$ cat config.mk
export PLATFORM = sky130hd
export DESIGN_NAME = icache_refill
export DESIGN_NICKNAME = d
export VERILOG_FILES = /design/src/rtl/icache_pkg.sv /design/src/rtl/icache_refill.sv
export SDC_FILE = /design/constraint.sdc
export NUM_CORES = 1
export LEC_CHECK = 0
export ABC_AREA = 0
export BUFFER_PORTS_ARGS = -buffer_cell sky130_fd_sc_hd__buf_2
export CORE_UTILIZATION = 25
export DETAILED_ROUTE_END_ITERATION = 16
export PLACE_DENSITY_LB_ADDON = 0.2
export RECOVER_POWER = 25
export SLEW_MARGIN = 5
export SYNTH_ARGS = -nofsm -noshare
export SYNTH_HDL_FRONTEND = slang
export SYNTH_SLANG_ARGS = --single-unit
$ cat constraint.sdc
create_clock -name clk -period 1.77 [get_ports clk]
set_clock_uncertainty 0.2 [all_clocks]
set_input_delay 0.177 -clock clk [delete_from_list [all_inputs] [get_ports clk]]
set_output_delay 0.177 -clock clk [all_outputs]
set_load 0.005 [all_outputs]
$ cat src/rtl/icache_pkg.sv
`default_nettype none

package icache_pkg;

    localparam int ADDR_W = 32;
    localparam int WORD_W = 32;

    // 2 ways x 64 sets x 16 words = 8 KB
    localparam int WAYS = 2;
    localparam int SETS = 64;
    localparam int LINE_WORDS = 16;

    localparam int ALIGN_BITS = 2;
    localparam int OFFSET_BITS = 4;
    localparam int INDEX_BITS = 6;
    localparam int WAY_BITS = 1;
    localparam int TAG_BITS = 20;

    // address fields, high to low: tag, index, offset, align
    typedef logic [ADDR_W-1:0] addr_t;
    typedef logic [WORD_W-1:0] word_t;
    typedef logic [TAG_BITS-1:0] tag_t;
    typedef logic [INDEX_BITS-1:0] index_t;
    typedef logic [OFFSET_BITS-1:0] offset_t;
    typedef logic [WAY_BITS-1:0] way_t;

    // data array address {way, index, offset}
    typedef logic [WAY_BITS+INDEX_BITS+OFFSET_BITS-1:0] data_addr_t;

    typedef enum logic [1:0] {
        REFILL_IDLE,
        REFILL_FILL,
        REFILL_DONE
    } refill_state_t;

endpackage

`default_nettype wire

$ cat src/rtl/icache_refill.sv
`timescale 1ns/100ps
`default_nettype none

module icache_refill
    import icache_pkg::*;
(
    input  logic       clk,
    input  logic       resetn,
    input  logic       s2_miss,
    input  way_t       s2_way,
    input  addr_t      s2_addr,
    input  logic       mem_ready,
    input  logic       mem_last,
    input  word_t      mem_rdata,
    output logic       mem_req,
    output addr_t      mem_addr,
    output logic       wr_en,
    output data_addr_t wr_addr,
    output word_t      wr_data,
    output logic       fill_done
);

    refill_state_t state;
    offset_t       beat;
    index_t        miss_index;

    assign miss_index = s2_addr[ALIGN_BITS+OFFSET_BITS +: INDEX_BITS];

    always_ff @(posedge clk) begin
        if (resetn) begin
            state <= REFILL_IDLE;
            beat  <= '0;
        end else begin
            case (state)
                REFILL_IDLE: begin
                    beat <= '0;
                    if (s2_miss) begin
                        state <= REFILL_FILL;
                    end
                end
                REFILL_FILL: begin
                    if (mem_ready) begin
                        beat <= beat + 1'b1;
                        if (mem_last) begin
                            state <= REFILL_DONE;
                        end
                    end
                end
                REFILL_DONE: begin
                    state <= REFILL_IDLE;
                end
                default: begin
                    state <= REFILL_IDLE;
                end
            endcase
        end
    end

    // line address, stable since stage 2 is stalled
    assign mem_req  = (state == REFILL_FILL);
    assign mem_addr = {s2_addr[ADDR_W-1:ALIGN_BITS+OFFSET_BITS],
                       {(ALIGN_BITS+OFFSET_BITS){1'b0}}};

    // one word per beat into the victim way
    assign wr_en     = mem_req && mem_ready;
    assign wr_addr   = {s2_way, miss_index, beat};
    assign wr_data   = mem_rdata;
    assign fill_done = (state == REFILL_DONE);

    a_req_held: assert property (
        @(posedge clk) disable iff (resetn)
        mem_req && !(mem_ready && mem_last) |=> mem_req && $stable(mem_addr)
    );

    a_last_beat: assert property (
        @(posedge clk) disable iff (resetn)
        wr_en && mem_last |-> beat == offset_t'(LINE_WORDS - 1)
    );

endmodule

`default_nettype wire

==> run metrics <==
status=finished clean; P_leak=around 0.21 nW; setup bufs post-CTS=0; fin. max-slew vios=0; pre-CTS setup slack=around 0.38 ns; post-synthesis xor/xnor area fraction=0%; antenna violations before repair=0; GR Overflow Total=0; TritonCTS clock tree=done; Vias/cell=slightly below 4; min cycle time layout=1.530 ns; top cells by count, synth=buf_4 (71), dfxtp_1 (6), nand2_1 (5); Worst EP arrival=approximately 1.2 ns; Top FF cell, synth=dfxtp_1; Pwr per Cell Area=between 600 and 700 nW/um^2; peak supply drop=approximately 170 uV; Worst Slack Setup Final=roughly 0.24 ns; htree depth=1; pin count of the biggest net entering global routing=10; Gate power share=between 10% and 20%; Synth top area share=between 60 and 70%; cell chain of the critical path=nand2b_4 -> inv_1 -> and2_1 -> buf_2; Clock Sinks=6; Placed Area=434.2 um^2; Post-synth EDFFs=0; io pins=148; nets=around 130; DRC=0; synthesized area=slightly above 800 um^2; CP bufs+invs=2; sequential share of power=between 40% and 50%; GPL Wtd Cong=0.6509; CP Class=reg2out; # rows=20; layout cells sized above 1=between 30% and 40%; Syn Area/Cell=between 7 and 8 um^2; CTS Buf Count=3; final worst-path cycle share=86.46%; clock slew at reported path FFs=approximately 0.05 ns; Synth Area in Simple Gates=~14%; Compound-Gate Fraction of Synth Area=around 4.5%; Synth area leaders=buf_4 (64%), dfxtp_1 (14%), nand3_1 (2.4%), nand2_1 (2.3%), and2b_2 (2.1%); post-synthesis adder-cell area fraction=1.506%; Async SR Flop Fraction=0%; ant diodes=0; Peak Freq=0.6535 GHz; number of distinct library cells after synthesis=18; post-synthesis sequential area ratio=about 14%; core footprint=roughly 3100 um^2; DRT Pass-1 Iters=4; Seq cells post-synth=6; final setup fails=0; drt total wl=roughly 1200 um; Critical Path Source Type=flip-flop; Worst Path Required=approximately 1.4 ns; Post-DP HPWL=roughly 950 um; P_int=234.2 uW; synthesis-to-finish area growth=-42.62%; portion of netlist area occupied by mux cells=0%; CP delay by family, top=flip-flops; Total Routing Usage GR=under 10%; Die X=59.65 um; post-synth top area cell=buf_4; Hold Path Class=in2reg; Routed WL per cell=between 10 and 15 um; sw power=between 70 and 80 uW; number of port buffers=11; Clock Path Buffers=2; CTS Root Cell=clkbuf_4; via count=approximately 400; fin area=approximately 480 um^2; number of nets with antenna violations after routing=0; Max-Cap Viols=0; RSZ-0062 raised after global routing=false; drt initial violations=5; Post-Route Setup TNS=0 ns; top-count cell post-synth=buf_4; Post-Syn Instances=roughly 110; die height=59.65 um; slowest cell on the critical path=dfxtp_1; main combinational cell family by area after synthesis=buffers and inverters; Critical Path Sink Type=primary output; vias in the first global route=between 300 and 400; clock latency on the worst-skew pair=0.24 ns; Initial Util=26.77%; CP peak stage delay=0.51 ns; sw frac=24.79%; Ys Warns=0; part of the power in the clock network=41.1%; die area=around 3600 um^2; Final Hold Vio Count=0; first-pass GRT wire length=about 1600 um; crit path max fanout=8
[stage by stage]
stage,util [%],cells,power (mW),hold WS (ns)
floorplan,-,112,0.2928,0.04607
global placement,13.99,97,0.1822,0.1540
detailed placement,13.99,97,0.1828,0.1540
CTS,15.36,102,0.3187,0.02040
global route,15.36,102,0.3351,0.03556
finish,15.36,102,0.3113,0.02512
[worst register-to-register path: cells and delay by family, from the launching register on]
kind            cells  cell delay (ns)
simple gates        2             0.35
compound gates      1             0.16
fa+ha+maj           1             0.18
flops               1             0.42
[metal layers]
layer	share of wire (%)	vias up	global-route usage, %	routed length (um)
met5	0	-	0	0
met4	7.6	0	7.641	94
met3	19	28	6.114	232
met2	41	38	7.143	504
met1	33	159	5.913	412
li1	-	170	-	-
[flip-flops by register name, summed over array words and instances, names as in the netlist]
signal / flops
beat: 4
state: 2
[cells in the final DEF, fill, tap and decap left out, drive strengths merged]
cell	n
a21oi	2
clkbuf	3
and2	1
buf	12
nand3	4
nand4	1
nor3b	1
nand2	5
ha	1
and2b	3
dfxtp	6
dlygate4sd3	2
a31oi	2
or3	2
conb	6
nor3	2
inv	1
nand2b	1
o21ai	3
[cell families after synthesis]
kind of cell               after synthesis
buffers and inverters                   72
other                                    1
AOI/OAI and AO/OA                        7
and+or+nand+nor                         20
DFF                                      6
adders and majority gates                1
[path summary, 6_finish.rpt]
path / from / endpoint / slack [ns] / cells past startpoint
setup / recovery: state[0] / wr_en / 0.24 / 4
hold / removal: s2_miss / state[0] / 0.03 / 3
setup reg to reg: beat[0] / beat[2] / 0.38 / 4
hold reg to reg: beat[3] / beat[3] / 0.30 / 2
[timing repair]
item	in CTS	in global routing
gates resized for setup	0	0
hold buffers	2	0
endpoints found under the hold margin	6	0
[layout make-up]
type,instances,area [um^2]
fill,370,2626
multi-input combinational,34,192.7
sequential,6,120.1
clock buffer,3,22.52
tap,44,55.05
inverter,1,3.754
timing repair buffer,14,82.58
[power by group through the flow]
stage | clock network, mW | registers [mW] | logic, mW
detailed placement | 0 | 0.149 | 0.0340
floorplan | 0 | 0.147 | 0.146
finish | 0.128 | 0.146 | 0.0374
CTS | 0.135 | 0.146 | 0.0374
global route | 0.147 | 0.146 | 0.0421
global placement | 0 | 0.148 | 0.0339
Power figures use the tool's default switching activity.
